$ cat src/hdl/io_pkg.sv
package io_pkg;

    // Bus types
    typedef logic [15:1] io_addr_t;     // Word address, byte address bits 15..1
    typedef logic [15:0] io_data_t;
    typedef logic [1:0]  io_bytesel_t;  // Bit 0 low byte, bit 1 high byte
    typedef logic [2:0]  irq_vec_t;

    // I/O windows, byte addresses
    localparam logic [15:0] SYS_REGS_BASE = 16'hfffc;  // BIOS control, then LEDs
    localparam logic [15:0] IRQ_BASE      = 16'hfff4;  // Mask, then pending
    localparam logic [15:0] TIMER_ADDR    = 16'hffee;  // Reload value

    // Interrupt lines
    localparam int NUM_IRQ        = 8;
    localparam int TIMER_IRQ_LINE = 0;

    // Register values after reset
    localparam logic       BIOS_CTRL_RESET    = 1'b1;  // Boot from BIOS ROM
    localparam logic [7:0] LEDS_RESET         = 8'h00;
    localparam io_data_t   TIMER_RELOAD_RESET = 16'h0000;  // Timer stopped
    localparam logic [7:0] IRQ_MASK_RESET     = 8'h00;

endpackage

$ cat src/hdl/io_decoder.sv
`timescale 1ns/1ps

module io_decoder (
    input  logic             clk,
    input  logic             rst,
    input  logic             io_access,
    input  io_pkg::io_addr_t io_addr,
    output logic             sys_cs,
    output logic             irq_cs,
    output logic             timer_cs,
    input  logic             sys_ack,
    input  logic             irq_ack,
    input  logic             timer_ack,
    input  io_pkg::io_data_t sys_rdata,
    input  io_pkg::io_data_t irq_rdata,
    input  io_pkg::io_data_t timer_rdata,
    output logic             io_ack,
    output io_pkg::io_data_t io_rdata
);
    import io_pkg::*;

    logic [15:0] byte_addr;
    logic        sys_hit;
    logic        irq_hit;
    logic        timer_hit;
    logic        default_sel;
    logic        default_sel_q;
    logic        default_ack;

    assign byte_addr = {io_addr, 1'b0};

    // Two-word windows ignore address bit 1
    assign sys_hit   = ({byte_addr[15:2], 2'b00} == SYS_REGS_BASE);
    assign irq_hit   = ({byte_addr[15:2], 2'b00} == IRQ_BASE);
    assign timer_hit = (byte_addr == TIMER_ADDR);

    assign sys_cs   = io_access & sys_hit;
    assign irq_cs   = io_access & irq_hit;
    assign timer_cs = io_access & timer_hit;

    // Nobody claims the address
    assign default_sel = io_access & ~(sys_hit | irq_hit | timer_hit);

    always_ff @(posedge clk) begin
        if (rst) begin
            default_sel_q <= 1'b0;
            default_ack   <= 1'b0;
        end else begin
            default_sel_q <= default_sel;
            default_ack   <= default_sel & ~default_sel_q;  // Once per access
        end
    end

    // Wired-OR return path, idle blocks drive zero
    assign io_ack   = sys_ack | irq_ack | timer_ack | default_ack;
    assign io_rdata = sys_rdata | irq_rdata | timer_rdata;

endmodule

$ cat src/hdl/sys_regs.sv
`timescale 1ns/1ps

module sys_regs (
    input  logic                clk,
    input  logic                rst,
    input  logic                cs,
    input  logic                reg_sel,
    input  logic                wr_en,
    input  io_pkg::io_bytesel_t bytesel,
    input  io_pkg::io_data_t    wdata,
    output logic                ack,
    output io_pkg::io_data_t    rdata,
    output logic [7:0]          leds,
    output logic                bios_enabled
);
    import io_pkg::*;

    logic cs_q;
    logic start;

    assign start = cs & ~cs_q;  // First cycle of the access

    always_ff @(posedge clk) begin
        if (rst) begin
            cs_q         <= 1'b0;
            ack          <= 1'b0;
            rdata        <= '0;
            leds         <= LEDS_RESET;
            bios_enabled <= BIOS_CTRL_RESET;
        end else begin
            cs_q  <= cs;
            ack   <= start;
            rdata <= '0;

            if (start && !wr_en) begin
                if (reg_sel)
                    rdata <= {8'h00, leds};
                else
                    rdata <= {{15{1'b0}}, bios_enabled};
            end

            // Both registers live in the low byte
            if (start && wr_en && bytesel[0]) begin
                if (reg_sel)
                    leds <= wdata[7:0];
                else
                    bios_enabled <= wdata[0];
            end
        end
    end

endmodule

$ cat src/hdl/interval_timer.sv
`timescale 1ns/1ps

module interval_timer #(
    parameter int TICK_DIV = 4
) (
    input  logic                clk,
    input  logic                rst,
    input  logic                cs,
    input  logic                wr_en,
    input  io_pkg::io_bytesel_t bytesel,
    input  io_pkg::io_data_t    wdata,
    output logic                ack,
    output io_pkg::io_data_t    rdata,
    output logic                timer_intr
);
    import io_pkg::*;

    localparam int DIV_W = (TICK_DIV > 1) ? $clog2(TICK_DIV) : 1;
    localparam logic [DIV_W-1:0] DIV_LAST = DIV_W'(TICK_DIV - 1);

    logic             cs_q;
    logic             start;
    logic             load;
    io_data_t         reload;
    io_data_t         reload_next;
    io_data_t         count;
    logic [DIV_W-1:0] div_cnt;
    logic             running;
    logic             tick;

    assign start = cs & ~cs_q;
    assign load  = start & wr_en;

    // Byte-lane merge of the new reload value
    assign reload_next = {bytesel[1] ? wdata[15:8] : reload[15:8],
                          bytesel[0] ? wdata[7:0]  : reload[7:0]};

    assign running = (reload != '0);  // Zero reload stops the timer
    assign tick    = running && (div_cnt == DIV_LAST);

    always_ff @(posedge clk) begin
        if (rst) begin
            cs_q  <= 1'b0;
            ack   <= 1'b0;
            rdata <= '0;
        end else begin
            cs_q  <= cs;
            ack   <= start;
            rdata <= (start && !wr_en) ? reload : '0;
        end
    end

    always_ff @(posedge clk) begin
        if (rst) begin
            reload     <= TIMER_RELOAD_RESET;
            count      <= TIMER_RELOAD_RESET;
            div_cnt    <= '0;
            timer_intr <= 1'b0;
        end else begin
            timer_intr <= 1'b0;

            if (load) begin
                reload  <= reload_next;
                count   <= reload_next;
                div_cnt <= '0;  // Restart prescaler
            end else if (running) begin
                div_cnt <= tick ? '0 : div_cnt + 1'b1;

                if (tick) begin
                    if (count <= 16'd1) begin
                        count      <= reload;
                        timer_intr <= 1'b1;  // Expired
                    end else begin
                        count <= count - 1'b1;
                    end
                end
            end
        end
    end

endmodule

$ cat src/hdl/irq_controller.sv
`timescale 1ns/1ps

module irq_controller (
    input  logic                       clk,
    input  logic                       rst,
    input  logic                       cs,
    input  logic                       reg_sel,
    input  logic                       wr_en,
    input  io_pkg::io_bytesel_t        bytesel,
    input  io_pkg::io_data_t           wdata,
    output logic                       ack,
    output io_pkg::io_data_t           rdata,
    input  logic [io_pkg::NUM_IRQ-1:0] irq_in,
    output logic                       intr,
    output io_pkg::irq_vec_t           irq_vector
);
    import io_pkg::*;

    logic               cs_q;
    logic               start;
    logic               wr_lo;
    logic [NUM_IRQ-1:0] mask;
    logic [NUM_IRQ-1:0] pending;
    logic [NUM_IRQ-1:0] clear;
    logic [NUM_IRQ-1:0] active;
    irq_vec_t           lowest;

    assign start = cs & ~cs_q;
    assign wr_lo = start & wr_en & bytesel[0];

    // Write-one-to-clear on the pending register
    assign clear = (wr_lo && reg_sel) ? wdata[NUM_IRQ-1:0] : '0;

    assign active = pending & mask;

    // Lowest index has the highest priority
    always_comb begin
        lowest = '0;
        for (int i = NUM_IRQ - 1; i >= 0; i--) begin
            if (active[i])
                lowest = irq_vec_t'(i);
        end
    end

    always_ff @(posedge clk) begin
        if (rst) begin
            cs_q       <= 1'b0;
            ack        <= 1'b0;
            rdata      <= '0;
            mask       <= IRQ_MASK_RESET;
            pending    <= '0;
            intr       <= 1'b0;
            irq_vector <= '0;
        end else begin
            cs_q  <= cs;
            ack   <= start;
            rdata <= '0;
            if (start && !wr_en)
                rdata <= reg_sel ? io_data_t'(pending) : io_data_t'(mask);

            if (wr_lo && !reg_sel)
                mask <= wdata[NUM_IRQ-1:0];

            pending <= (pending & ~clear) | irq_in;  // New request beats a clear

            intr       <= |active;
            irq_vector <= lowest;
        end
    end

endmodule

$ cat src/hdl/io_subsystem.sv
`timescale 1ns/1ps

module io_subsystem #(
    parameter int TICK_DIV = 4
) (
    input  logic                       clk,
    input  logic                       rst,
    input  logic                       io_access,
    input  logic                       io_wr_en,
    input  io_pkg::io_addr_t           io_addr,
    input  io_pkg::io_bytesel_t        io_bytesel,
    input  io_pkg::io_data_t           io_wdata,
    output logic                       io_ack,
    output io_pkg::io_data_t           io_rdata,
    input  logic [io_pkg::NUM_IRQ-2:0] ext_irq,
    output logic [7:0]                 leds,
    output logic                       bios_enabled,
    output logic                       intr,
    output io_pkg::irq_vec_t           irq_vector
);
    import io_pkg::*;

    localparam logic [NUM_IRQ-1:0] TIMER_BIT = NUM_IRQ'(1) << TIMER_IRQ_LINE;
    localparam logic [NUM_IRQ-1:0] LOW_LINES = TIMER_BIT - 1'b1;

    logic               sys_cs;
    logic               irq_cs;
    logic               timer_cs;
    logic               sys_ack;
    logic               irq_ack;
    logic               timer_ack;
    io_data_t           sys_rdata;
    io_data_t           irq_rdata;
    io_data_t           timer_rdata;
    logic               timer_intr;
    logic [NUM_IRQ-1:0] ext_lines;
    logic [NUM_IRQ-1:0] irq_lines;

    // External lines fill every slot except the timer's
    assign ext_lines = {1'b0, ext_irq};
    assign irq_lines = (ext_lines & LOW_LINES)
                     | ((ext_lines << 1) & ~(LOW_LINES | TIMER_BIT))
                     | (timer_intr ? TIMER_BIT : '0);

    io_decoder decoder_i (
        .clk         (clk),
        .rst         (rst),
        .io_access   (io_access),
        .io_addr     (io_addr),
        .sys_cs      (sys_cs),
        .irq_cs      (irq_cs),
        .timer_cs    (timer_cs),
        .sys_ack     (sys_ack),
        .irq_ack     (irq_ack),
        .timer_ack   (timer_ack),
        .sys_rdata   (sys_rdata),
        .irq_rdata   (irq_rdata),
        .timer_rdata (timer_rdata),
        .io_ack      (io_ack),
        .io_rdata    (io_rdata)
    );

    sys_regs sys_regs_i (
        .clk          (clk),
        .rst          (rst),
        .cs           (sys_cs),
        .reg_sel      (io_addr[1]),
        .wr_en        (io_wr_en),
        .bytesel      (io_bytesel),
        .wdata        (io_wdata),
        .ack          (sys_ack),
        .rdata        (sys_rdata),
        .leds         (leds),
        .bios_enabled (bios_enabled)
    );

    interval_timer #(
        .TICK_DIV (TICK_DIV)
    ) timer_i (
        .clk        (clk),
        .rst        (rst),
        .cs         (timer_cs),
        .wr_en      (io_wr_en),
        .bytesel    (io_bytesel),
        .wdata      (io_wdata),
        .ack        (timer_ack),
        .rdata      (timer_rdata),
        .timer_intr (timer_intr)
    );

    irq_controller irq_i (
        .clk        (clk),
        .rst        (rst),
        .cs         (irq_cs),
        .reg_sel    (io_addr[1]),
        .wr_en      (io_wr_en),
        .bytesel    (io_bytesel),
        .wdata      (io_wdata),
        .ack        (irq_ack),
        .rdata      (irq_rdata),
        .irq_in     (irq_lines),
        .intr       (intr),
        .irq_vector (irq_vector)
    );

endmodule

$ cat config.mk
export PLATFORM = sky130hd
export DESIGN_NAME = io_subsystem
export DESIGN_NICKNAME = d
export VERILOG_FILES = /design/src/hdl/io_pkg.sv /design/src/hdl/io_decoder.sv /design/src/hdl/sys_regs.sv /design/src/hdl/interval_timer.sv /design/src/hdl/irq_controller.sv /design/src/hdl/io_subsystem.sv
export SDC_FILE = /design/constraint.sdc
export NUM_CORES = 1
export LEC_CHECK = 0
export BUFFER_PORTS_ARGS = -buffer_cell sky130_fd_sc_hd__buf_4
export CAP_MARGIN = 20
export CORE_MARGIN = 10
export CORE_UTILIZATION = 45
export DETAILED_ROUTE_END_ITERATION = 7
export GPL_TIMING_DRIVEN = 0
export HOLD_SLACK_MARGIN = 0.05
export PLACE_DENSITY = 0.61
export SLEW_MARGIN = 20
export SYNTH_ARGS = -nofsm -noshare
export SYNTH_HDL_FRONTEND = slang
export SYNTH_HIERARCHICAL = 1
export SYNTH_SLANG_ARGS = --single-unit
export TNS_END_PERCENT = 100
$ cat constraint.sdc
create_clock -name clk -period 3.3 [get_ports clk]
set_input_delay 0.165 -clock clk [delete_from_list [all_inputs] [get_ports clk]]
set_output_delay 0.165 -clock clk [all_outputs]
set_load 0.005 [all_outputs]
==> results_dict.tcl <==
set metrics [dict create \
    dp_hpwl_um 10000 \
    max-vdd-ir-drop_v 0.000244 \
    synth.mux.area_fraction 0.0595 \
    portion_of_the_clock_cycle_consumed_by_the_worst_path_in_the_final_layout 0.759 \
    wl_per_cell_um 16.2 \
    ys_seq_area_frac 0.425 \
    max-cap-violations 0 \
    final_layout_size_suffix_gt1_frac 0.227 \
    yosysWarnings 6 \
    skew_ns 0.0144 \
    layout.nets 704 \
    final-hold-violation-count 0 \
    synth.top_cells.by_area "sky130_fd_sc_hd__dfxtp_1 (42%), sky130_fd_sc_hd__mux2i_1 (5.7%), sky130_fd_sc_hd__nand2_1 (4.7%), sky130_fd_sc_hd__a21oi_1 (4.3%), sky130_fd_sc_hd__nor2_1 (3.8%)" \
    clock.fmax_mhz 399 \
    tritoncts_num_sinks 104 \
    arrival_time_reported_for_the_critical_path_endpoint_ns 2.82 \
    ys_ff_latch 104 \
    power_switching_share 0.238 \
    synth_area_leader_cell "sky130_fd_sc_hd__dfxtp_1" \
    power.density_nw_per_um2 381 \
    synthesis.area_per_instance_um2 8.89 \
    total_of_buffers_placed_on_input_and_output_ports 72 \
    floorplan.die_area_um2 15500 \
    postRouteAntennaNets 0 \
    worst_skew_pair.late_latency_ns 0.37 \
    synth_fa_ha_area_frac 0.00766 \
    antenna_cells_inserted 0 \
    yosys.cell_types.count 71 \
    critPathLaunchType "register" \
    timing.final.max_slew_violations 0 \
    tightest_slew_ns 0.863 \
    netlist_instances 551 \
    tritoncts "built" \
    main_combinational_cell_family_by_area_after_synthesis "simple AND/OR/NAND/NOR gates" \
    finalSetupTns_ns 0 \
    power_report.internal_total_uw 1730 \
    hp-class "primary input to register" \
    grt_util_all_layers 0.166 \
    cts.repair_timing.setup_buffer_count 0 \
    antenna_violations_before_repair 0 \
    crit_fanout 7 \
    initialDrtViolationCount 288 \
    gp_routability_congestion 0.929 \
    dr.pass1.iters 5 \
    place_area_um2 5670 \
    largest_net_degree_at_the_start_of_global_routing 19 \
    syn2layout_area_growth_pct 21.9 \
    netlist.area_leader.share 0.425 \
    floorplan.initialDensity 0.456 \
    grt-ovfl-total 0 \
    end_kind "register" \
    share_comb_of_total_power 0.071 \
    outcome "complete, no violations" \
    grt_pass1_vias 4223 \
    synth_enable_flop_cells 0 \
    leakage_power_total_uw 0.00246 \
    cts_inserted_buffers 9 \
    criticalPathCategory "register to register" \
    synthXorXnorAreaFrac 0.0143 \
    placementRows 38 \
    report.final.setup_viol 0 \
    cts_resized 0 \
    slew-limit-headroom 0.424 \
    required_ns 3.61 \
    postSynth.topFlopCell "sky130_fd_sc_hd__dfxtp_1" \
    switchingPower_uw 540 \
    post_synthesis_compound_gate_area_fraction 0.123 \
    sequential_share_of_power 0.558 \
    placeableCoreArea_um2 10700 \
    cts.htree.levels 3 \
    grt_setup_unrepaired "false" \
    num_vias 4204 \
    ios 74 \
    drc 0 \
    post-route-min-period_ns 2.51 \
    post_drt_via_cell_ratio 5.24 \
    die_wd_um 124 \
    synth-simple-area-share 0.296 \
    routed_wl_um 13000 \
    final_design_area_no_fill_um2 5970 \
    cts.reportedPaths.clkPinSlew_ns 0.11 \
    power_frac_clock 0.371 \
    mappedNetlistArea_um2 4900 \
    clockRootBuffer "sky130_fd_sc_hd__clkbuf_8" \
    grt_first_pass_wirelength_um 21600 \
    floorplan.die.height_um 124 \
    ys_async_sr_fraction 0 \
    clockBufferDepth 2 \
]
logic make-up (layout without fill, tap and decap cells):
| family | count (synthesis) | after routing |
|---|---|---|
| AND/OR/NAND/NOR | 263 | 263 |
| buffers and inverters | 50 | 147 |
| multiplexers | 29 | 29 |
| XOR/XNOR | 8 | 8 |
| other | 2 | 16 |
| flip-flops | 104 | 104 |
| AO/OA/AOI/OAI | 92 | 92 |
| adder cells (fa/ha/maj) | 3 | 3 |
layout make-up:
type,count,area [µm²]
fillers,1018,4770
multi-input cells,411,2520
flip-flops and latches,104,2080
repair buffers,81,631
plain buffers,43,328
well taps,140,175
clock buffers,10,138
clock inverters,6,77.6
inverters,7,26.3
repair_timing:
item / CTS / global route
endpoints found under the hold margin: 10 / 0
hold buffers: 9 / 0
setup endpoints to repair: 0 / 0
worst paths after layout:
kind	from	endpoint	slack [ns]	cells past startpoint
setup / recovery	timer_i/count[0]	timer_i/count[10]	0.79	8
hold / removal	io_wdata[2]	irq_i/mask[2]	0.06	3
setup reg to reg	timer_i/count[0]	timer_i/count[10]	0.79	8
hold reg to reg	decoder_i/default_sel_q	decoder_i/default_ack	0.40	1
through the flow:
stage	worst slack, ns	util	cells	hold slack (ns)	power, µW
final	0.795	0.556	802	0.0602	2270
after global routing	0.620	0.556	802	0.0532	2360
after CTS	0.841	0.556	802	0.0518	2300
after detailed placement	0.692	0.527	777	0.377	1450
after global placement	0.819	0.527	777	0.368	1450
after floorplan	1.32	-	565	0.241	1370
power groups by stage:
stage / clock network, µW / registers, µW / logic (µW)
6_report: 844 / 1270 / 161
4_1_cts: 866 / 1270 / 161
2_1_floorplan: 0 / 1300 / 74.9
3_3_place_gp: 0 / 1300 / 150
3_5_place_dp: 0 / 1300 / 153
5_1_grt: 913 / 1270 / 176
per-layer routing:
metal	vias up	global-route usage	share of wire
li1	2115	-	-
met1	1936	0.223	0.47
met2	137	0.258	0.45
met3	16	0.0323	0.064
met4	0	0.0583	0.015
met5	-	0	0
cell usage after synthesis, drive strengths merged (2+ instances only):
| master | instances |
|---|---|
| dfxtp | 104 |
| nand2 | 61 |
| nor2 | 57 |
| a21oi | 42 |
| mux2i | 28 |
| buf | 26 |
| and2 | 24 |
| nand2b | 21 |
| nand3 | 21 |
| or3 | 19 |
| clkbuf | 17 |
| nor3 | 16 |
| nor4 | 12 |
| o21ai | 12 |
| nor2b | 8 |
| inv | 7 |
| nand4 | 7 |
| a211oi | 5 |
| a31oi | 5 |
| xnor2 | 4 |
| xor2 | 4 |
| a221oi | 3 |
| a22oi | 3 |
| and3 | 3 |
| ha | 3 |
| nor3b | 3 |
| or4 | 3 |
| a211o | 2 |
| a311oi | 2 |
| conb | 2 |
| o21a | 2 |
| o21bai | 2 |
| o221ai | 2 |
| o22ai | 2 |
| o32a | 2 |
state kept, by name, summed over array words and instances (netlist names), 2 cells and up:
signal / cells
irq_i/pending: 8
irq_i/rdata: 8
irq_i/mask: 8
timer_i/div_cnt: 2
sys_regs_i/leds: 8
timer_i/reload: 16
sys_regs_i/rdata: 8
timer_i/rdata: 16
irq_i/irq_vector: 3
timer_i/count: 16
worst max-delay path: stages (launching register included):
cell                      delay [ns]
sky130_fd_sc_hd__dfxtp_1        0.40
sky130_fd_sc_hd__inv_1          0.13
sky130_fd_sc_hd__ha_1           0.23
sky130_fd_sc_hd__nor3b_1        0.73
sky130_fd_sc_hd__nand3_1        0.19
sky130_fd_sc_hd__xnor2_1        0.19
sky130_fd_sc_hd__nor2_1         0.06
sky130_fd_sc_hd__o32a_1         0.37
sky130_fd_sc_hd__nor3_2         0.15
cells in the final DEF (no fill, tap or decap), types with 3 or more instances in the layout:
cell	count
sky130_fd_sc_hd__a211oi_1	4
sky130_fd_sc_hd__a21oi_1	42
sky130_fd_sc_hd__a22oi_1	3
sky130_fd_sc_hd__a31oi_1	5
sky130_fd_sc_hd__and2_1	24
sky130_fd_sc_hd__buf_2	3
sky130_fd_sc_hd__buf_4	91
sky130_fd_sc_hd__buf_6	4
sky130_fd_sc_hd__clkbuf_1	10
sky130_fd_sc_hd__clkbuf_8	16
sky130_fd_sc_hd__conb_1	16
sky130_fd_sc_hd__dfxtp_1	104
sky130_fd_sc_hd__dlygate4sd3_1	9
sky130_fd_sc_hd__ha_1	3
sky130_fd_sc_hd__inv_1	6
sky130_fd_sc_hd__mux2i_1	28
sky130_fd_sc_hd__nand2_1	61
sky130_fd_sc_hd__nand2b_1	19
sky130_fd_sc_hd__nand3_1	19
sky130_fd_sc_hd__nand4_1	7
sky130_fd_sc_hd__nor2_1	49
sky130_fd_sc_hd__nor2_2	8
sky130_fd_sc_hd__nor2b_1	8
sky130_fd_sc_hd__nor3_1	12
sky130_fd_sc_hd__nor3b_1	3
sky130_fd_sc_hd__nor4_1	9
sky130_fd_sc_hd__o21ai_0	12
sky130_fd_sc_hd__or3_1	19
sky130_fd_sc_hd__xnor2_1	4
sky130_fd_sc_hd__xor2_1	4
(Power assumes the default switching activity.)
